File: config.mk
export PLATFORM = sky130hd
export DESIGN_NAME = axi_write_channel
export DESIGN_NICKNAME = d
export VERILOG_FILES = /design/src/axi_pkg.sv /design/src/axi_write_channel.sv
export SDC_FILE = /design/constraint.sdc
export NUM_CORES = 1
export LEC_CHECK = 0
export BUFFER_PORTS_ARGS = -buffer_cell sky130_fd_sc_hd__buf_2
export CELL_PAD_IN_SITES_DETAIL_PLACEMENT = 1
export CELL_PAD_IN_SITES_GLOBAL_PLACEMENT = 2
export CORE_MARGIN = 2
export CORE_UTILIZATION = 29
export CTS_CLUSTER_SIZE = 20
export DETAILED_ROUTE_END_ITERATION = 8
export PLACE_DENSITY = 0.83
export SYNTH_ARGS = -nofsm -noshare
export SYNTH_HDL_FRONTEND = slang
export SYNTH_SLANG_ARGS = --single-unit
File: constraint.sdc
create_clock -name clk_i -period 1.45 [get_ports clk_i]
set_input_delay 0 -clock clk_i [delete_from_list [all_inputs] [get_ports clk_i]]
set_output_delay 0 -clock clk_i [all_outputs]
set_load 0.02 [all_outputs]
File: src/axi_pkg.sv
package axi_pkg;

    // bus widths
    localparam int ADDR_W = 32;
    localparam int DATA_W = 32;
    localparam int STRB_W = DATA_W / 8;
    localparam int RESP_W = 2;

    // request queue depth, same for the write and the read side
    localparam int BUFFER_DEPTH = 128;
    localparam int PTR_W        = $clog2(BUFFER_DEPTH);

    typedef logic [ADDR_W-1:0] addr_t;   // byte address
    typedef logic [DATA_W-1:0] data_t;
    typedef logic [STRB_W-1:0] strb_t;   // one bit per byte lane
    typedef logic [RESP_W-1:0] resp_t;
    typedef logic [PTR_W-1:0]  ptr_t;    // wraps at BUFFER_DEPTH

    // xRESP encodings
    localparam resp_t RESP_OKAY   = 2'b00;
    localparam resp_t RESP_SLVERR = 2'b10;

    // fifo access mode, indexed as {load, start}
    localparam logic [1:0] FIFO_PULL = 2'b01;
    localparam logic [1:0] FIFO_PUSH = 2'b10;

    // write engine
    typedef enum logic [1:0] {
        WR_IDLE,        // clear to send
        WR_ADDR_DATA,   // AW and W in flight
        WR_RESP         // waiting for B
    } wr_state_t;

    // read engine
    typedef enum logic [1:0] {
        RD_IDLE,
        RD_ADDR,        // AR in flight
        RD_DATA         // waiting for R
    } rd_state_t;

endpackage
File: src/axi_write_channel.sv
`timescale 1ns/1ns

module axi_write_channel (
    input  logic           clk_i,
    input  logic           rst_n_i,

    input  axi_pkg::addr_t start_address_i,
    input  axi_pkg::data_t start_data_i,
    input  axi_pkg::strb_t start_strobe_i,
    input  logic           start_i,
    output logic           cts_o,

    output axi_pkg::addr_t awaddr_o,
    output logic           awvalid_o,
    input  logic           awready_i,

    output axi_pkg::data_t wdata_o,
    output axi_pkg::strb_t wstrb_o,
    output logic           wvalid_o,
    input  logic           wready_i,

    input  logic           bvalid_i,
    input  axi_pkg::resp_t bresp_i,
    output logic           bready_o,

    output logic           done_o,
    output axi_pkg::resp_t resp_o
);

    axi_pkg::wr_state_t state;
    logic               aw_pending;   // AW still waiting after this edge
    logic               w_pending;

    assign cts_o = (state == axi_pkg::WR_IDLE);

    // slave may take AW and W in either order, or together
    assign aw_pending = awvalid_o && !awready_i;
    assign w_pending  = wvalid_o && !wready_i;

    always_ff @(posedge clk_i) begin
        if (!rst_n_i) begin
            state     <= axi_pkg::WR_IDLE;
            awvalid_o <= 1'b0;
            wvalid_o  <= 1'b0;
            bready_o  <= 1'b0;
            done_o    <= 1'b0;
        end else begin
            done_o <= 1'b0;
            case (state)
                axi_pkg::WR_IDLE: begin
                    if (start_i) begin
                        awvalid_o <= 1'b1;
                        wvalid_o  <= 1'b1;
                        state     <= axi_pkg::WR_ADDR_DATA;
                    end
                end
                axi_pkg::WR_ADDR_DATA: begin
                    if (awready_i) awvalid_o <= 1'b0;
                    if (wready_i) wvalid_o <= 1'b0;
                    if (!aw_pending && !w_pending) begin
                        bready_o <= 1'b1;
                        state    <= axi_pkg::WR_RESP;
                    end
                end
                axi_pkg::WR_RESP: begin
                    if (bvalid_i) begin
                        bready_o <= 1'b0;
                        done_o   <= 1'b1;   // one cycle, with resp_o
                        state    <= axi_pkg::WR_IDLE;
                    end
                end
                default: state <= axi_pkg::WR_IDLE;
            endcase
        end
    end

    // request payload and response
    always_ff @(posedge clk_i) begin
        if (start_i) begin
            awaddr_o <= start_address_i;
            wdata_o  <= start_data_i;
            wstrb_o  <= start_strobe_i;
        end
        if (bvalid_i && bready_o) resp_o <= bresp_i;
    end

    a_awaddr_stable: assert property (@(posedge clk_i) disable iff (!rst_n_i)
        awvalid_o && !awready_i |=> awvalid_o && $stable(awaddr_o));

endmodule

==> flow_summary.toml, run 1 <==
[finish]
finalNetCount = 413
final_common_cell = "buf_2"
drive_gt1_frac = 0.501
syn2layout_area_growth_pct = 78.6
fillers = 812
final_area_mm2 = 0.00423
instances_no_fill = 444
most-common-layout-cells = "150 x buf_2, 75 x dlygate4sd3_1, 70 x edfxtp_1, 9 x clkbuf_8, 6 x dfxtp_1"
finish.utilization = 0.542

[detailed_routing]
drt_iter0_drc = 32
drt-total-wl_um = 6900
postRouteAntennaNets = 0
via_per_inst = 4.14
post_drt_wl_per_cell_um = 15.5
first_pass_iters = 4
drc = 0
via_count = 1839

[sta]
setup_viol = 0
fmax_mhz = 741
fin_setup_tns_ps = 0
finalCritPeriodShare = 0.931
finalWorstSetupSlack_ps = 100
hold_violations = 0
slew_violations = 0
max_slew_margin = 0.795
tightest_slew_ps = 308
skew_ps = 5.46
fin_crit_ps = 1350
whs_ps = 164
rsz0062_at_grt = "no"

[floorplan]
die_w_um = 94.4
die_h_um = 94.4
die_area_mm2 = 0.00892
core_area_mm2 = 0.00781
row_count = 32
pin_count = 151
start_util = 0.304

[power]
ir_drop_uv = 706
p_leak_nw = 1.82
fin_total_pwr_mw = 5.07
power_density_mw_per_mm2 = 1200

[cts]
cts_tree = "done"
clockBufferDepth = 2
root_buffer = "clkbuf_8"
cts-resized-gates = 0
cts_setup_buffers = 0
clk_latency_ps = 340
cts.clk_slew.worst_paths_ps = 70
cts_htree_levels = 3
cts_buffers = 9
cts_sinks = 76

[flow_run]
max-cap-violations = 0

[placement]
io_buffers = 150
pre_cts_ws_ps = 433
placed_cell_area_mm2 = 0.00328
routabilityCongestion = 0.785
dp_hpwl_um = 4350
placed_cells = 353

[logic_synthesis]
postSynthCellCount = 99
syn-cell-area_mm2 = 0.00237
synth_nets = 175
syn_area_per_cell_um2 = 23.9
yosysSeqAreaShare = 0.937
synth-seq-cells = 76
yosys.cell_types.count = 17
yosysWarnings = 0

[global_routing]
overflow = 0
grt_max_degree = 46
grt_usage = 0.160
grt_pass1_vias = 2040
grt_pass1_wl_um = 10400
antenna_found_initial = 0

[min_path]
hp-class = "in -> reg"

[critical_path]
path_class = "reg -> reg"
cp-end-kind = "flip-flop"
cp.arrival_ps = 1630
crit_fanout = 6
cp-start-kind = "flip-flop"
crit_required_ps = 1730

[run_status]
outcome = "completed"
[synth_stat cells]
library cell / instances / area, um2
edfxtp_1: 70 / 2100
a22oi_1: 1 / 7.51
a21oi_1: 1 / 5.00
and4bb_2: 1 / 12.5
nand2_2: 1 / 6.26
a31o_2: 1 / 8.76
o211a_1: 1 / 10.0
dfxtp_1: 6 / 120
nor2_2: 1 / 6.26
nor2_1: 3 / 11.3
a211oi_1: 2 / 15.0
o21ai_0: 3 / 15.0
nor3b_1: 1 / 7.51
and2_1: 1 / 6.26
a31o_1: 1 / 8.76
and2b_2: 2 / 17.5
inv_1: 3 / 11.3
[sequential cells by signal, indices dropped and copies added, names as in the netlist]
register	flops
awaddr_o	32
wdata_o	32
wstrb_o	4
resp_o	2
state	2
awvalid_o	1
bready_o	1
done_o	1
wvalid_o	1
[where the power goes]
group / internal (mW) / total, mW / switching [mW]
combinational: 0.343 / 0.755 / 0.412
clock: 0.945 / 1.67 / 0.724
sequential: 2.58 / 2.64 / 0.0585
[path summary, 6_finish.rpt]
path / start / end / slack [ps] / cells past startpoint
worst max-delay path: state[1]$_SDFFE_PN0P_ / done_o$_SDFF_PN0_ / 100 / 3
worst min-delay path: start_i / awaddr_o[29]$_DFFE_PP_ / 160 / 2
worst max register to register: state[1]$_SDFFE_PN0P_ / done_o$_SDFF_PN0_ / 100 / 3
worst min register to register: state[0]$_SDFFE_PN0P_ / state[0]$_SDFFE_PN0P_ / 540 / 1
[area by class of cell]
| class | count | area (um2) | share of cell area |
|---|---|---|---|
| sequential | 76 | 2220 | 0.525 |
| timing repair buffer | 227 | 1530 | 0.361 |
| multi-input combinational | 20 | 138 | 0.0325 |
| tap | 102 | 128 | 0.0301 |
| clock buffer | 9 | 124 | 0.0293 |
| clock inverter | 6 | 80.1 | 0.0189 |
| inverter | 3 | 11.3 | 0.00266 |
| antenna | 1 | 2.50 | 0.000591 |
[layer usage]
layer | vias to the layer above | global-route usage | share of wire
li1 | 865 | - | -
met1 | 856 | 0.156 | 0.34
met2 | 101 | 0.296 | 0.54
met3 | 17 | 0.0551 | 0.087
met4 | 0 | 0.0797 | 0.028
met5 | - | 0 | 0
[critical path: stages (launching register included)]
cell and delay [ps]:
dfxtp_1 450, nand2_2 80, nor3b_1 200, dlygate4sd3_1 570
[logic make-up (layout without fill, tap and decap cells)]
logic type / count (synthesis) / after routing / share of synthesized area
other: 0 / 1 / 0
DFF: 76 / 76 / 0.937
AOI/OAI and AO/OA: 10 / 10 / 0.0295
and+or+nand+nor: 10 / 10 / 0.0285
buffers and inverters: 3 / 245 / 0.00475
[repair_timing]
action | in CTS | in global routing
endpoints found under the setup margin | 0 | 0
endpoints found under the hold margin | 75 | 0
hold buffers | 75 | 0
Note: power is estimated with default switching activity, not from simulation.
==> run 2: changes to the inputs <==
--- a/config.mk
+++ b/config.mk
@@ -9,10 +9,10 @@
 export CELL_PAD_IN_SITES_DETAIL_PLACEMENT = 1
 export CELL_PAD_IN_SITES_GLOBAL_PLACEMENT = 2
 export CORE_MARGIN = 2
-export CORE_UTILIZATION = 29
+export CORE_UTILIZATION = 27
 export CTS_CLUSTER_SIZE = 20
 export DETAILED_ROUTE_END_ITERATION = 8
-export PLACE_DENSITY = 0.83
+export PLACE_DENSITY = 0.78
 export SYNTH_ARGS = -nofsm -noshare
 export SYNTH_HDL_FRONTEND = slang
 export SYNTH_SLANG_ARGS = --single-unit
==> constraint.sdc (replaced) <==
create_clock -name clk_i -period 1.41 [get_ports clk_i]
set_input_delay 0 -clock clk_i [delete_from_list [all_inputs] [get_ports clk_i]]
set_output_delay 0 -clock clk_i [all_outputs]
set_load 0.02 [all_outputs]
==> run 2 against run 1 <==
Compared with the run above:
- first-iteration DRC count down 31%
- setup slack better by 300 ps
- critical endpoint is now cts_o
- utilization down 5.0 points
- combinational power up 3%
- largest cell class unchanged
- global-route usage down 2.1 points
- power up 4.1%
- hold slack about the same
- die area up 7.1%
- critical path depth down 1
- clock-buffer cell count up 1
- clock power up 7%
- via count up 0.76%
==> flow_summary.toml, run 2 (synthesis gave the netlist of run 1 again) <==
[global_routing]
antenna_found_initial = 0
grt_pass1_wl_um = 10100
grt_max_degree = 39
grt_usage = 0.139
overflow = 0
grt_pass1_vias = 2015

[finish]
reg.largest.list = "awaddr_o: 32 flops, wdata_o: 32 flops, wstrb_o: 4 flops"
syn2layout_area_growth_pct = 79.4
regArea_mm2 = 0.00222
fillers = 899
final_common_cell = "buf_2"
multi_input_area_um2 = 138
drive_gt1_frac = 0.507
finalNetCount = 412
n_antenna_cell = 0
instances_no_fill = 449
most-common-layout-cells = "150 x buf_2, 74 x dlygate4sd3_1, 70 x edfxtp_1, 9 x clkbuf_8, 6 x dfxtp_1"

[sta]
tightest_slew_ps = 268
max_slew_margin = 0.821
setup_viol = 0
skew_ps = 5.43
fmax_mhz = 987
rsz0062_at_grt = "no"
fin_crit_ps = 1010
finalCritPeriodShare = 0.718
hold_violations = 0
slew_violations = 0
fin_setup_tns_ps = 0
whs_ps = 163

[min_path]
hp-class = "in -> reg"

[power]
p_leak_nw = 1.82
swShare = 0.240
p_seq_frac = 0.515
ir_drop_uv = 557
p_clk_frac = 0.338
fin_total_pwr_mw = 5.27
comb_power_share = 0.147
internal-power_mw = 4.01
power_density_mw_per_mm2 = 1240
switchingPower_mw = 1.26

[detailed_routing]
post_drt_wl_per_cell_um = 14.4
drt-total-wl_um = 6480
first_pass_iters = 4
via_count = 1853
postRouteAntennaNets = 0
via_per_inst = 4.13
drc = 0
drt_iter0_drc = 22

[floorplan]
die_area_mm2 = 0.00955
die_w_um = 97.7
pin_count = 151
core_area_mm2 = 0.00864
start_util = 0.275
die_h_um = 97.7
row_count = 34

[placement]
io_buffers = 150
placed_cells = 359
routabilityCongestion = 0.632
dp_hpwl_um = 4430

[cts]
cts-resized-gates = 0
cts_buffers = 9
clockBufferDepth = 2
clk_latency_ps = 340
ctsHoldBuffers = 74
root_buffer = "clkbuf_8"
cts.clk_slew.worst_paths_ps = 80
cts_setup_buffers = 0
cts_htree_levels = 3
cts_tree = "done"
cts_sinks = 76

[critical_path]
cp-end-kind = "primary output"
cpPeakStageDelay_ps = 450
crit_fanout = 6
cp-start-kind = "flip-flop"
crit_chain = "nor2_1 -> buf_2"
cp.arrival_ps = 1010
path_class = "reg -> out"
slowest_stage = "dfxtp_1"
crit_required_ps = 1410

[flow_run]
max-cap-violations = 0

[run_status]
outcome = "completed"
==> run 2: changes by cell type in the layout (fill, tap and decap cells not counted), sizes merged <==
cell and change:
clkbuf +1, clkinvlp +1, diode -1, dlygate4sd3 -1, clkinv -1
==> run 2: per-layer routing <==
metal | wire length, um | vias up | track usage
li1 | - | 863 | -
met1 | 2370 | 892 | 0.146
met2 | 3600 | 89 | 0.248
met3 | 422 | 9 | 0.0496
met4 | 90 | 0 | 0.0630
met5 | 0 | - | 0
==> run 2: critical path, delay by kind of cell, from the launching register on <==
kind          cells  cell delay (ps)
flops             1              450
simple gates      1               70
buf+inv           1              160
==> run 2: layout make-up <==
type	count	share of cell area
Sequential cell	76	0.522
Timing Repair Buffer	226	0.360
Multi-Input combinational cell	20	0.0324
Tap cell	108	0.0318
Clock buffer	10	0.0300
Clock inverter	6	0.0209
Inverter	3	0.00265
==> run 2: worst paths after layout <==
check,start,to,slack (ps),cells after the start
worst max-delay path,state[1]$_SDFFE_PN0P_,cts_o,400,2
worst min register to register,state[0]$_SDFFE_PN0P_,state[0]$_SDFFE_PN0P_,520,1
worst max register to register,state[1]$_SDFFE_PN0P_,bready_o$_SDFFE_PN0P_,400,3
worst min-delay path,start_i,awaddr_o[26]$_DFFE_PP_,160,2
==> run 2: power groups by stage <==
stage                     sequential, mW  clock, mW  combinational [mW]
final                               2.71       1.78               0.775
after global routing                2.73       1.95               0.826
after CTS                           2.72       1.85               0.780
after detailed placement            2.77          0               0.619
after global placement              2.76          0               0.609
after floorplan                     2.99          0              0.0504
==> run 2: through the flow <==
step | util | instance area, um2 | setup slack [ps]
4_1_cts | 0.493 | 4250 | 374
2_1_floorplan | - | 2370 | 449
3_5_place_dp | 0.382 | 3300 | 414
5_1_grt | 0.493 | 4250 | 324
3_3_place_gp | 0.382 | 3300 | 466
6_report | 0.493 | 4250 | 397
==> run 3: changes to the inputs <==
==> constraint.sdc (replaced) <==
create_clock -name clk_i -period 1 [get_ports clk_i]
set_input_delay 0 -clock clk_i [delete_from_list [all_inputs] [get_ports clk_i]]
set_output_delay 0 -clock clk_i [all_outputs]
set_load 0.02 [all_outputs]
==> run 3 against run 2 <==
Compared with the run above:
- hold slack gained 200 ps
- cell count grew 0.45%
- setup slack lost 400 ps
- flip-flop and latch count is the same
- clock power grew 27%
- global-route usage grew 0.64 points
==> flow_summary.toml, run 3 (synthesis gave the netlist of run 1 again) <==
[critical_path]
cp.arrival_ps = 1020
path_class = "in -> reg"
cp-start-kind = "input port"
slowest_stage = "dlygate4sd3_1"
cp-end-kind = "flip-flop"
crit_required_ps = 1030
cpPeakStageDelay_ps = 530
crit_fanout = 38
crit_chain = "dlygate4sd3_1 -> buf_2 -> buf_12"

[cts]
cts_htree_levels = 3
root_buffer = "clkbuf_8"
cts_tree = "done"
cts.clk_slew.worst_paths_ps = 80
cts_buffers = 9
cts_sinks = 76
clockBufferDepth = 2
clk_latency_ps = 340

[detailed_routing]
via_per_inst = 4.09
drt-total-wl_um = 6850
first_pass_iters = 3
post_drt_wl_per_cell_um = 15.2
postRouteAntennaNets = 0
drc = 0
via_count = 1843
drt_iter0_drc = 27

[global_routing]
met2_usage = 0.275
antenna_found_initial = 0
use_met1 = 0.149
grt_pass1_wl_um = 10600
grt_usage = 0.145
grt_pass1_vias = 2100
grt_util_met3 = 0.0410
grt_max_degree = 39
overflow = 0
busiest_layer = "met2"

[power]
ir_drop_uv = 686
p_leak_nw = 1.83
power_density_mw_per_mm2 = 1690

[min_path]
hp-class = "in -> reg"

[finish]
most-common-layout-cells = "149 x buf_2, 75 x dlygate4sd3_1, 70 x edfxtp_1, 9 x clkbuf_8, 4 x dfxtp_1"
instances_no_fill = 451
final_common_cell = "buf_2"
final_area_mm2 = 0.00427
syn2layout_area_growth_pct = 80.0
reg.largest.list = "awaddr_o: 32 flops, wdata_o: 32 flops, wstrb_o: 4 flops"
n_antenna_cell = 0
finalNetCount = 414
drive_gt1_frac = 0.516
finish.utilization = 0.494

[floorplan]
start_util = 0.275
die_h_um = 97.7
die_w_um = 97.7
pin_count = 151
row_count = 34
die_area_mm2 = 0.00955
core_area_mm2 = 0.00864

[sta]
fmax_mhz = 1000
skew_ps = 4.60
fin_crit_ps = 998
slew_violations = 0
rsz0062_at_grt = "yes"
setup_viol = 0
tightest_slew_ps = 324
finalCritPeriodShare = 0.998
hold_violations = 0
max_slew_margin = 0.784

[placement]
placed_cell_area_mm2 = 0.00330
routabilityCongestion = 0.697
placed_cells = 359
io_buffers = 150

[run_status]
outcome = "completed"

[flow_run]
max-cap-violations = 0
run 3: worst paths after layout:
path / startpoint / endpoint / slack (ps) / cells past startpoint
min: start_data_i[20] / wdata_o[20]$_DFFE_PP_ / 360 / 2
max reg2reg: state[0]$_SDFFE_PN0P_ / state[1]$_SDFFE_PN0P_ / 60 / 2
min reg2reg: state[0]$_SDFFE_PN0P_ / done_o$_SDFF_PN0_ / 500 / 1
max: start_i / wdata_o[4]$_DFFE_PP_ / 2 / 3
run 3: metal layers:
metal | vias up | part of all wire
met5 | - | 0
met4 | 0 | 0.016
met3 | 10 | 0.060
met2 | 84 | 0.56
met1 | 883 | 0.36
li1 | 866 | -
run 3: what timing repair did:
action / in CTS / in global routing
pin swaps: 0 / 1
hold buffers: 75 / 0
endpoints found under the hold margin: 77 / 0
buffers inserted: 0 / 1
setup endpoints to repair: 2 / 1
resized for setup: 4 / 4
run 3: critical path: cells and delay by family:
family | cells | cell delay, ps
buffers and inverters | 3 | 1000
run 3: layout make-up:
class                      instances  area, um2
clock buffer                       9        124
clock inverter                     7       67.6
fill                             897       4370
inverter                           3       11.3
multi-input combinational         20        145
sequential                        76       2230
tap                              108        135
timing repair buffer             228       1560
run 3: metrics by stage:
step,power (mW),TNS (ps),setup WS (ps),hold slack [ps]
2_1_floorplan,4.29,0,39.3,93.6
3_3_place_gp,4.75,0,53.4,176
3_5_place_dp,4.78,-5.87,-5.87,178
4_1_cts,7.28,0,8.26,338
5_1_grt,7.53,-40.6,-40.6,346
6_report,7.22,0,1.64,363
run 3: power breakdown:
part	total, mW	internal [mW]	switching (mW)
clock network	2.26	1.14	1.12
logic	1.13	0.521	0.613
registers	3.83	3.74	0.0881
total	7.22	5.40	1.82
