## config.mk

```make
export PLATFORM = sky130hd
export DESIGN_NAME = axi_read_channel
export DESIGN_NICKNAME = d
export VERILOG_FILES = /design/src/axi_pkg.sv /design/src/axi_read_channel.sv
export SDC_FILE = /design/constraint.sdc
export NUM_CORES = 1
export LEC_CHECK = 0
export BUFFER_PORTS_ARGS = -buffer_cell sky130_fd_sc_hd__clkbuf_2
export CORE_ASPECT_RATIO = 0.9
export CORE_UTILIZATION = 41
export CTS_CLUSTER_SIZE = 14
export DETAILED_ROUTE_END_ITERATION = 16
export PLACE_DENSITY = 0.85
export SETUP_SLACK_MARGIN = 0.4
export SLEW_MARGIN = 15
export SYNTH_ARGS = -nofsm -noshare
export SYNTH_HDL_FRONTEND = slang
export SYNTH_SLANG_ARGS = --single-unit
```

## constraint.sdc

```tcl
create_clock -name clk_i -period 2.9 [get_ports clk_i]
set_clock_uncertainty 0.05 [all_clocks]
set_input_delay 0.58 -clock clk_i [delete_from_list [all_inputs] [get_ports clk_i]]
set_output_delay 0.58 -clock clk_i [all_outputs]
set_load 0.03 [all_outputs]
```

## src/axi_pkg.sv

```systemverilog
package axi_pkg;

    // bus widths
    localparam int ADDR_W = 32;
    localparam int DATA_W = 32;
    localparam int STRB_W = DATA_W / 8;
    localparam int RESP_W = 2;

    // request queue depth, same for the write and the read side
    localparam int BUFFER_DEPTH = 128;
    localparam int PTR_W        = $clog2(BUFFER_DEPTH);

    typedef logic [ADDR_W-1:0] addr_t;   // byte address
    typedef logic [DATA_W-1:0] data_t;
    typedef logic [STRB_W-1:0] strb_t;   // one bit per byte lane
    typedef logic [RESP_W-1:0] resp_t;
    typedef logic [PTR_W-1:0]  ptr_t;    // wraps at BUFFER_DEPTH

    // xRESP encodings
    localparam resp_t RESP_OKAY   = 2'b00;
    localparam resp_t RESP_SLVERR = 2'b10;

    // fifo access mode, indexed as {load, start}
    localparam logic [1:0] FIFO_PULL = 2'b01;
    localparam logic [1:0] FIFO_PUSH = 2'b10;

    // write engine
    typedef enum logic [1:0] {
        WR_IDLE,        // clear to send
        WR_ADDR_DATA,   // AW and W in flight
        WR_RESP         // waiting for B
    } wr_state_t;

    // read engine
    typedef enum logic [1:0] {
        RD_IDLE,
        RD_ADDR,        // AR in flight
        RD_DATA         // waiting for R
    } rd_state_t;

endpackage
```

## src/axi_read_channel.sv

```systemverilog
`timescale 1ns/1ns

module axi_read_channel (
    input  logic           clk_i,
    input  logic           rst_n_i,

    input  axi_pkg::addr_t start_address_i,
    input  logic           start_i,
    output logic           cts_o,

    output axi_pkg::addr_t araddr_o,
    output logic           arvalid_o,
    input  logic           arready_i,

    input  logic           rvalid_i,
    input  axi_pkg::data_t rdata_i,
    input  axi_pkg::resp_t rresp_i,
    output logic           rready_o,

    output logic           valid_o,
    output axi_pkg::data_t data_o,
    output axi_pkg::resp_t resp_o
);

    axi_pkg::rd_state_t state;

    assign cts_o = (state == axi_pkg::RD_IDLE);

    always_ff @(posedge clk_i) begin
        if (!rst_n_i) begin
            state     <= axi_pkg::RD_IDLE;
            arvalid_o <= 1'b0;
            rready_o  <= 1'b0;
            valid_o   <= 1'b0;
        end else begin
            valid_o <= 1'b0;
            case (state)
                axi_pkg::RD_IDLE: begin
                    if (start_i) begin
                        arvalid_o <= 1'b1;
                        state     <= axi_pkg::RD_ADDR;
                    end
                end
                axi_pkg::RD_ADDR: begin
                    if (arready_i) begin
                        arvalid_o <= 1'b0;
                        rready_o  <= 1'b1;
                        state     <= axi_pkg::RD_DATA;
                    end
                end
                axi_pkg::RD_DATA: begin
                    if (rvalid_i) begin
                        rready_o <= 1'b0;
                        valid_o  <= 1'b1;
                        state    <= axi_pkg::RD_IDLE;
                    end
                end
                default: state <= axi_pkg::RD_IDLE;
            endcase
        end
    end

    always_ff @(posedge clk_i) begin
        if (start_i) araddr_o <= start_address_i;
        if (rvalid_i && rready_o) begin   // R transfer
            data_o <= rdata_i;
            resp_o <= rresp_i;
        end
    end

    // only one read outstanding, so R is accepted in RD_DATA alone
    a_rready_in_data: assert property (@(posedge clk_i) disable iff (!rst_n_i)
        rready_o |-> state == axi_pkg::RD_DATA);

endmodule

```

==> key figures, run 1 <==
Die
  • Die width: around 79 um
  • Chip height: 71.4 um
  • Die ar.: 5650 um2
  • Core Area: 4980 um2
  • Starting Density: 44.1%
  • Row count: 24
  • Ports: 141

Pwr
  • Pleak: 0.00138 uW
  • Max VDD drop: around 0.38 mV
  • PD cells: 670 nW/um2

Clock network
  • TritonCTS clock tree: built
  • Clock slew at reported path FFs: 0.07 ns
  • Clk_lat worst skew: between 0.3 and 0.4 ns
  • # Post-CTS Setup Buffers: 0
  • CTS root buffer: clkbuf_8
  • H-tree Lvls: 3
  • Clock Path Buffers: 2
  • PostCTS Resize Cnt: 0
  • Number of clock sinks: 71
  • Hold Buf Count CTS: 0
  • Num CTS Buffers: 9

Global route
  • Number of global-route vias before repair: between 1000 and 1500
  • First-pass GRT wire length: 6.39 mm
  • Largest net degree at the start of global routing: 35
  • Initial antenna violation count: 0
  • Grt ovf: 0
  • GRT Util Overall: 16.0%

Critical path
  • Critical path's slowest cell: dfxtp_1
  • Crit path cell chain: nor2_1, clkbuf_2
  • Worst setup EP type: primary output
  • Worst Path Required: 2.27 ns
  • Crit path DAT: roughly 0.99 ns
  • Startpoint Class: register
  • Crit path kind: reg -> out
  • Crit-path max FO: 8
  • Max incr delay on CP: 0.36 ns

STA
  • Setup violations, final: 0
  • Hold Vio Cnt, Final: 0
  • RSZ-0062 raised after global routing: false
  • Slew headroom: 48.4%
  • Final min period: 1.62 ns
  • Worst-Margin Slew: 0.775 ns
  • Worst setup margin: 1.28 ns
  • Final Slew Violations: 0
  • Final period util: 55.8%
  • Setup TNS: 0 ns
  • F_max: 0.618 GHz

Synth
  • Synth cell types: 15
  • Sequential fraction of the synthesis area: a little over nine tenths
  • Syn_area_per_cell: about 25 um2
  • Synth Register Bits: 71
  • Post-Synthesis Cells: 88
  • Ys Warns: 0
  • Post-synthesis cell area: roughly 2200 um2
  • Syn_nets: 159

Finish
  • Commonest cells after routing, fill and taps aside: 140 x clkbuf_2, 66 x edfxtp_1, 9 x clkbuf_8, 5 x dfxtp_1, 3 x clkbuf_1
  • Layout area overhead: 43.1%
  • Most common cell after layout, fill and taps aside: clkbuf_2
  • Ant diodes: 0
  • Fillers: 384
  • Proportion of layout cells with a drive suffix above 1: 62.4%
  • Nets: ~310

Route
  • Final WL: 4.34 mm
  • Initial DRC Count: 34
  • DR WL/cell: 14.0 um
  • Vias: 1407
  • DR pass1 iterations: 4
  • Routed Antenna Nets: 0
  • Drt via density: 4.54
  • Detailed-route DRC error count: 0

Placed design
  • RePlAce Congestion: 0.733
  • Worst slack at placement: approximately 1.1 ns
  • Post-DP HPWL: 3.39 mm
  • Buffers on Ports: 140

Status
  • Status: finished clean

Run
  • Max-Cap Viols: 0

Worst hold path
  • Hold Crit Class: in -> reg
## layout make-up
type	count	area, um2	share of cell area (%)
clock inverters	4	22.5	0.717
well taps	65	81.3	2.59
multi-input cells	17	114	3.62
flip-flops and latches	71	2080	66.2
clock buffers	12	135	4.30
repair buffers	141	708	22.5
## cell usage after synthesis
cell	count	share of area, %
or2b_1	2	0.68
and3_1	1	0.29
nand3b_1	1	0.34
nand2_1	1	0.17
nor2_1	1	0.17
nand2b_1	2	0.57
dfxtp_1	5	4.6
o22ai_1	1	0.29
or3b_1	1	0.40
and2b_1	2	0.68
o2111a_1	1	0.51
and2_1	1	0.29
a21boi_1	1	0.34
edfxtp_1	66	90
a21oi_1	2	0.46
## kinds of logic (layout without fill, tap and decap cells)
logic type,Yosys count,count (layout),share of synthesized area [%]
AO/OA/AOI/OAI,5,5,1.60
buffers and inverters,0,157,0
flip-flops,71,71,94.8
AND/OR/NAND/NOR,12,12,3.59
## worst paths after layout
path                                       startpoint                      to  slack, ns  depth (start not counted)
worst max register to register  rready_o$_SDFFE_PN0P_     data_o[3]$_DFFE_PP_       1.63                          2
worst min-delay path              start_address_i[24]  araddr_o[24]$_DFFE_PP_       0.38                          1
worst max-delay path            state[0]$_SDFFE_PN0P_                   cts_o       1.28                          2
worst min register to register  rready_o$_SDFFE_PN0P_   rready_o$_SDFFE_PN0P_       0.44                          2
## critical path, delay by kind of cell, from the launching register on
kind / cells / cell delay, ns
buffers and inverters: 1 / 0.21
and+or+nand+nor: 1 / 0.10
DFF: 1 / 0.36
## routing by layer
metal  vias to the layer above  wire (um)  global-route usage (%)  share of wire [%]
met3                        13        609                    7.39                 14
met2                       112       1980                    25.0                 46
met1                       634       1650                    18.1                 38
met4                         0         98                    9.29                2.3
met5                         -          0                       0                  0
li1                        648          -                       -                  -
## sequential cells by signal (all words and copies together), names as in the netlist
name,cells
state,2
araddr_o,32
arvalid_o,1
valid_o,1
data_o,32
resp_o,2
rready_o,1
## through the flow
stage	utilization, %	area, um2	hold slack [ns]	instances	total power (uW)
2_1_floorplan	-	2200	0.444	88	1380
3_3_place_gp	59.9	2990	0.425	294	1500
3_5_place_dp	59.9	2990	0.435	294	1510
4_1_cts	63.1	3140	0.360	310	2130
5_1_grt	63.1	3140	0.357	310	2190
6_report	63.1	3140	0.375	310	2110
## report_power, final
group          switching (uW)  total (uW)  internal (uW)
clock network             321         628            307
registers                20.5        1210           1190
logic                     185         265           79.9
(Power assumes the default switching activity.)
==> run 2: changes to the inputs <==
--- a/config.mk
+++ b/config.mk
@@ -5,12 +5,13 @@
 export SDC_FILE = /design/constraint.sdc
 export NUM_CORES = 1
 export LEC_CHECK = 0
+export ABC_AREA = 1
 export BUFFER_PORTS_ARGS = -buffer_cell sky130_fd_sc_hd__clkbuf_2
 export CORE_ASPECT_RATIO = 0.9
-export CORE_UTILIZATION = 41
+export CORE_UTILIZATION = 37
 export CTS_CLUSTER_SIZE = 14
 export DETAILED_ROUTE_END_ITERATION = 16
-export PLACE_DENSITY = 0.85
+export PLACE_DENSITY = 0.81
 export SETUP_SLACK_MARGIN = 0.4
 export SLEW_MARGIN = 15
 export SYNTH_ARGS = -nofsm -noshare
==> constraint.sdc (replaced) <==
create_clock -name clk_i -period 1.3 [get_ports clk_i]
set_clock_uncertainty 0.05 [all_clocks]
set_input_delay 0.26 -clock clk_i [delete_from_list [all_inputs] [get_ports clk_i]]
set_output_delay 0.26 -clock clk_i [all_outputs]
set_load 0.03 [all_outputs]
==> run 2 against run 1 <==
Net effect:
- synthesized area fell by 1.1%
- combinational power rose to 2.7 times the previous value
- cell area grew 28%
- sequential power up 120%
- utilization is 8.1 points higher
- total power rose by 150%
==> key figures, run 2 <==
Status
  • Status: finished clean

Synth
  • Top_reg_cell synth: edfxtp_1
  • Synth cell count leaders: 66 x edfxtp_1, 5 x dfxtp_1, 5 x nand2_1
  • Synth Register Bits: slightly above 70
  • Post-synthesis cell area: 2170 um2
  • Area leader, netlist: edfxtp_1
  • Syn_nets: roughly 160
  • Most common cell in the netlist: edfxtp_1
  • Sequential fraction of the synthesis area: a little over nine tenths
  • Area share of the largest cell type after synthesis: between 90 and 100%
  • Share of async-settable or async-resettable flops after synthesis: 0%
  • Post-synth EDFFs: 66
  • Synth cell types: 11
  • Post-Synthesis Cells: 90
  • Ys Warns: 0
  • Area contributors post-synth: edfxtp_1 91%, dfxtp_1 4.6%, a21oi_1 0.92%
  • Syn_area_per_cell: 24.1 um2

STA
  • Final Slew Violations: 0
  • Final min period: roughly 1.2 ns
  • F_max: 0.806 GHz
  • Hold Vio Cnt, Final: 0
  • Slew headroom: 87.9%
  • Setup violations, final: 0
  • RSZ-0062 raised after global routing: true
  • Worst setup margin: between 0.05 and 0.06 ns
  • Final period util: a little over nine tenths
  • Worst-Margin Slew: approximately 0.18 ns

Clock network
  • Hold Buf Count CTS: 0
  • Clock Path Buffers: 2
  • Clk_lat worst skew: 0.32 ns
  • CTS root buffer: clkbuf_8
  • Num CTS Buffers: 9
  • H-tree Lvls: 3
  • TritonCTS clock tree: built
  • Number of clock sinks: 71
  • Clock slew at reported path FFs: 0.08 ns

Die
  • Core Area: ~5700 um2
  • Row count: 26
  • Ports: 141
  • Die width: 82.8 um
  • Die ar.: 6180 um2
  • Starting Density: between 30% and 40%
  • Chip height: 74.7 um

Route
  • Initial DRC Count: 53
  • Vias: 1415
  • Routed length on met3: 203 um
  • Met1 WL: 1.93 mm
  • Drt via density: 4.33
  • Met2 wire len: 2.84 mm
  • Routed Antenna Nets: 0
  • Detailed-route DRC error count: 0
  • Max Used Layer: met4
  • DR WL/cell: 15.8 um
  • DR pass1 iterations: 4
  • Final WL: 5.17 mm

Worst hold path
  • Hold path depth: 1
  • Hold Crit Class: in -> reg
  • Worst Hold Launch: rdata_i[13]
  • Hold Path End: data_o[13]$_DFFE_PP_

Global route
  • Grt ovf: 0
  • Number of global-route vias before repair: 1390
  • Largest net degree at the start of global routing: 34
  • First-pass GRT wire length: 6.87 mm
  • Initial antenna violation count: 0
  • GRT Util Overall: ~16%

Placed design
  • DP Area: 3020 um2
  • Buffers on Ports: 140
  • Worst slack at placement: 0.207 ns
  • Post-DP HPWL: ~3.5 mm
  • RePlAce Congestion: roughly 0.69

Pwr
  • Sequential share of power: between 50% and 60%
  • Switching Fraction: 23.0%
  • Max VDD drop: around 0.82 mV
  • Pleak: around 0.0017 uW
  • PD cells: 1310 nW/um2
  • Combinational Power Share: between 10% and 20%
  • Internal: around 4100 uW
  • Clock power frac: 35.4%
  • Sw power: between 1000 and 1500 uW

Critical path
  • R2R cell count: 4
  • Worst Path Required: 0.99 ns
  • Crit path kind: reg -> out
  • Worst r2r dst: resp_o[0]$_DFFE_PP_
  • Crit path DAT: 0.93 ns
  • FF-to-FF Start: rready_o$_SDFFE_PN0P_
  • Worst setup EP type: primary output
  • FF-to-FF setup slack: 0.17 ns
  • Startpoint Class: register
  • Crit-path max FO: 2

Finish
  • Layout area overhead: 85.3%
  • Largest regs: araddr_o (32), data_o (32)
  • Finished Cell Area: 4030 um2
  • Proportion of layout cells with a drive suffix above 1: 68.9%
  • Commonest cells after routing, fill and taps aside: 70 x clkbuf_2, 66 x edfxtp_1, 60 x clkbuf_8, 12 x buf_6, 7 x buf_8
  • Ant diodes: 0
  • Fillers: 385
  • Most common cell after layout, fill and taps aside: clkbuf_2
  • Nets: 323

Run
  • Max-Cap Viols: 0
[run 2: worst max path at each step]
stage | end | from
floorplan | data_o[0]$_DFFE_PP_ | rready_o$_SDFFE_PN0P_
global placement | data_o[20]$_DFFE_PP_ | rvalid_i
detailed placement | data_o[20]$_DFFE_PP_ | rvalid_i
CTS | cts_o | state[1]$_SDFFE_PN0P_
global route | cts_o | state[0]$_SDFFE_PN0P_
finish | cts_o | state[0]$_SDFFE_PN0P_
[run 2: kinds of logic after synthesis]
| logic type | share of synthesized area (%) |
|---|---|
| buf+inv | 0.691 |
| flops | 95.9 |
| simple gates | 2.53 |
| compound gates | 0.922 |
[run 2: power groups by stage]
| stage | logic (uW) | clock network [uW] | registers [uW] |
|---|---|---|---|
| global placement | 498 | 0 | 2700 |
| finish | 721 | 1870 | 2680 |
| detailed placement | 506 | 0 | 2710 |
| floorplan | 38.4 | 0 | 2930 |
| CTS | 677 | 1890 | 2680 |
| global route | 754 | 1970 | 2690 |
[run 2: per-layer routing]
metal  global-route usage [%]  vias to the layer above
met5                        0                        -
met4                     11.3                        0
met3                     3.88                       20
met2                     27.3                       57
met1                     18.9                      667
li1                         -                      671
[run 2: final cells by class]
type,instances,area (um2),share of cell area (%)
flip-flops and latches,71,2090,52.0
repair buffers,151,1520,37.8
clock buffers,9,124,3.08
multi-input cells,15,93.8,2.33
clock inverters,7,87.6,2.18
well taps,70,87.6,2.18
inverters,4,18.8,0.466
[run 2: critical path: stages (launching register included)]
cell and delay, ns:
dfxtp_4 0.35, nor2_4 0.12, buf_8 0.13
[run 2: repair_timing]
| action | 4_1_cts | 5_1_grt |
|---|---|---|
| cloned | 3 | 2 |
| buffers inserted | 1 | 3 |
| resized for setup | 135 | 34 |
| setup endpoints to repair | 104 | 105 |
| pin swaps | 0 | 2 |
[run 2: per-stage QoR]
step	hold WS, ns	instances	utilization (%)	power, uW	setup TNS (ns)
floorplan	0.309	90	-	2970	-1.01
global placement	0.387	302	53.4	3200	0
detailed placement	0.389	302	53.4	3220	0
CTS	0.0339	322	68.5	5240	0
global route	0.0332	327	71.1	5410	0
finish	0.0506	327	71.1	5260	0
==> run 3: changes to the inputs <==
--- a/config.mk
+++ b/config.mk
@@ -11,7 +11,8 @@
 export CORE_UTILIZATION = 37
 export CTS_CLUSTER_SIZE = 14
 export DETAILED_ROUTE_END_ITERATION = 16
-export PLACE_DENSITY = 0.81
+export GPL_TIMING_DRIVEN = 0
+export PLACE_DENSITY_LB_ADDON = 0.15
 export SETUP_SLACK_MARGIN = 0.4
 export SLEW_MARGIN = 15
 export SYNTH_ARGS = -nofsm -noshare
==> run 3 against run 2 <==
Net effect:
- die area stayed put
- hold slack worse by 0.00096 ns
- register-to-register slack better by 0.04 ns
- combinational power shrank 2%
- sequential share of layout area is 2.0 points higher
- non-clock buffer count fell by 2
- utilization is 2.5 points lower
- sequential power about the same
- clock-buffer cell count did not move
- first-iteration DRC count increased by 30%
- highest routed layer unchanged
==> key figures, run 3 (same netlist as run 2, synthesis figures left out) <==
Pwr
  • Pleak: between 0.0015 and 0.002 uW
  • Sw power: 1130 uW
  • Combinational Power Share: 14.9%
  • Internal: 3610 uW
  • Max VDD drop: roughly 0.72 mV
  • Switching Fraction: 23.8%
  • Clock power frac: 28.6%
  • PD cells: 1220 nW/um2
  • Sequential share of power: a little under three fifths

STA
  • RSZ-0062 raised after global routing: true
  • Setup TNS: 0 ns
  • Worst setup margin: around 0.063 ns
  • Final min period: between 1 and 1.5 ns
  • Slew headroom: a little over two thirds
  • Worst-Margin Slew: ~0.46 ns
  • Setup violations, final: 0
  • Final Slew Violations: 0
  • Final period util: 95.2%
  • Hold Vio Cnt, Final: 0
  • F_max: 0.808 GHz

Route
  • Vias: 1395
  • DR pass1 iterations: 4
  • DR WL/cell: 15.0 um
  • Routed length on met3: between 300 and 400 um
  • Routed Antenna Nets: 0
  • Initial DRC Count: a little under 70
  • Met2 wire len: 2.66 mm
  • Final WL: 4.84 mm
  • Detailed-route DRC error count: 0
  • Met1 WL: 1.77 mm
  • Max Used Layer: met4
  • Drt via density: 4.32

Critical path
  • Worst Path Required: 0.99 ns
  • FF-to-FF setup slack: approximately 0.21 ns
  • Max incr delay on CP: 0.35 ns
  • Critical Path Source: state[0]$_SDFFE_PN0P_
  • Startpoint Class: register
  • Critical path's slowest cell: dfxtp_4
  • Worst setup EP type: primary output
  • Delay-heaviest family, CP: flip-flops
  • Crit path DAT: just over 0.9 ns
  • Crit path kind: reg -> out
  • Crit-path max FO: 2
  • Worst path bufs/invs: 1
  • FF-to-FF Start: rready_o$_SDFFE_PN0P_
  • Crit path cell chain: nor2_4, buf_8

Die
  • Row count: 26
  • Ports: 141
  • Core Area: 5660 um2
  • Chip height: 74.7 um
  • Die width: 82.8 um
  • Die ar.: 6180 um2
  • Starting Density: 38.4%

Run
  • Max-Cap Viols: 0

Finish
  • Fillers: approximately 410
  • Nets: 322
  • Ant diodes: 0
  • Most common cell after layout, fill and taps aside: clkbuf_2
  • Layout area overhead: 78.7%
  • Register cell area after layout: 2100 um2
  • Commonest cells after routing, fill and taps aside: 69 x clkbuf_2, 66 x edfxtp_1, 60 x clkbuf_8, 16 x buf_6, 9 x buf_8
  • Largest regs: araddr_o (32), data_o (32)
  • Multi-input gate area in the final layout: around 130 um2
  • Proportion of layout cells with a drive suffix above 1: 70.0%

Global route
  • First-pass GRT wire length: 6.48 mm
  • Number of global-route vias before repair: 1262
  • Grt ovf: 0
  • Largest net degree at the start of global routing: 34
  • GRT Util Overall: 15.4%
  • Initial antenna violation count: 0

Status
  • Status: finished clean

Clock network
  • CTS root buffer: clkbuf_8
  • TritonCTS clock tree: built
  • Number of clock sinks: 71
  • Clock slew at reported path FFs: 0.07 ns
  • H-tree Lvls: 3
  • Num CTS Buffers: 9
  • Hold Buf Count CTS: 0
  • Clock Path Buffers: 2
  • Clk_lat worst skew: roughly 0.32 ns

Worst hold path
  • Worst Hold Launch: rdata_i[21]
  • Hold Crit Class: in -> reg

Placed design
  • Post-DP HPWL: 3.13 mm
  • Worst slack at placement: -0.292 ns
  • Buffers on Ports: 140
  • RePlAce Congestion: 0.691
-- run 3: changes by cell type in the layout (fill, tap and decap cells not counted), moves of 2 or more --
| cell | change |
|---|---|
| bufinv_16 | -2 |
| a21oi_1 | -2 |
| buf_16 | -3 |
| buf_6 | +4 |
| clkbuf_16 | -2 |
| buf_8 | +2 |
| a21oi_2 | +2 |
| buf_12 | -3 |
-- run 3: repair_timing --
item / CTS / global route
buffers inserted: 6 / 2
setup endpoints to repair: 138 / 108
pin swaps: 2 / 4
gates resized for setup: 144 / 40
gates cloned: 2 / 0
-- run 3: final cells by class --
| type | instances | share of cell area (%) |
|---|---|---|
| Sequential cell | 71 | 54.0 |
| Timing Repair Buffer | 149 | 36.2 |
| Multi-Input combinational cell | 15 | 3.22 |
| Clock buffer | 9 | 3.19 |
| Tap cell | 70 | 2.26 |
| Inverter | 4 | 0.548 |
| Clock inverter | 4 | 0.419 |
| Timing Repair inverter | 1 | 0.193 |
-- run 3: path summary, 6_finish.rpt --
kind / end / cells past startpoint
max: cts_o / 2
min: data_o[21]$_DFFE_PP_ / 1
min reg2reg: arvalid_o$_SDFFE_PN0P_ / 2
max reg2reg: data_o[7]$_DFFE_PP_ / 4
-- run 3: per-stage QoR --
step / hold slack [ns] / area (um2) / util (%) / total power (uW) / std cells
after floorplan: 0.309 / 2190 / - / 2970 / 90
after global placement: 0.388 / 2980 / 52.7 / 3190 / 300
after detailed placement: 0.389 / 2980 / 52.7 / 3200 / 300
after CTS: 0.0359 / 3770 / 66.6 / 4730 / 321
after global routing: 0.0292 / 3880 / 68.6 / 4940 / 323
final: 0.0496 / 3880 / 68.6 / 4730 / 323
-- run 3: routing by layer --
metal / vias to the layer above / track usage (%)
li1: 666 / -
met1: 658 / 17.1
met2: 63 / 25.8
met3: 8 / 5.45
met4: 0 / 8.62
met5: - / 0
-- run 3: power by group through the flow --
stage / Combinational [uW] / Clock (uW) / Sequential, uW
floorplan: 38.4 / 0 / 2930
global placement: 487 / 0 / 2700
detailed placement: 493 / 0 / 2710
CTS: 665 / 1390 / 2670
global route: 740 / 1510 / 2690
finish: 705 / 1350 / 2680
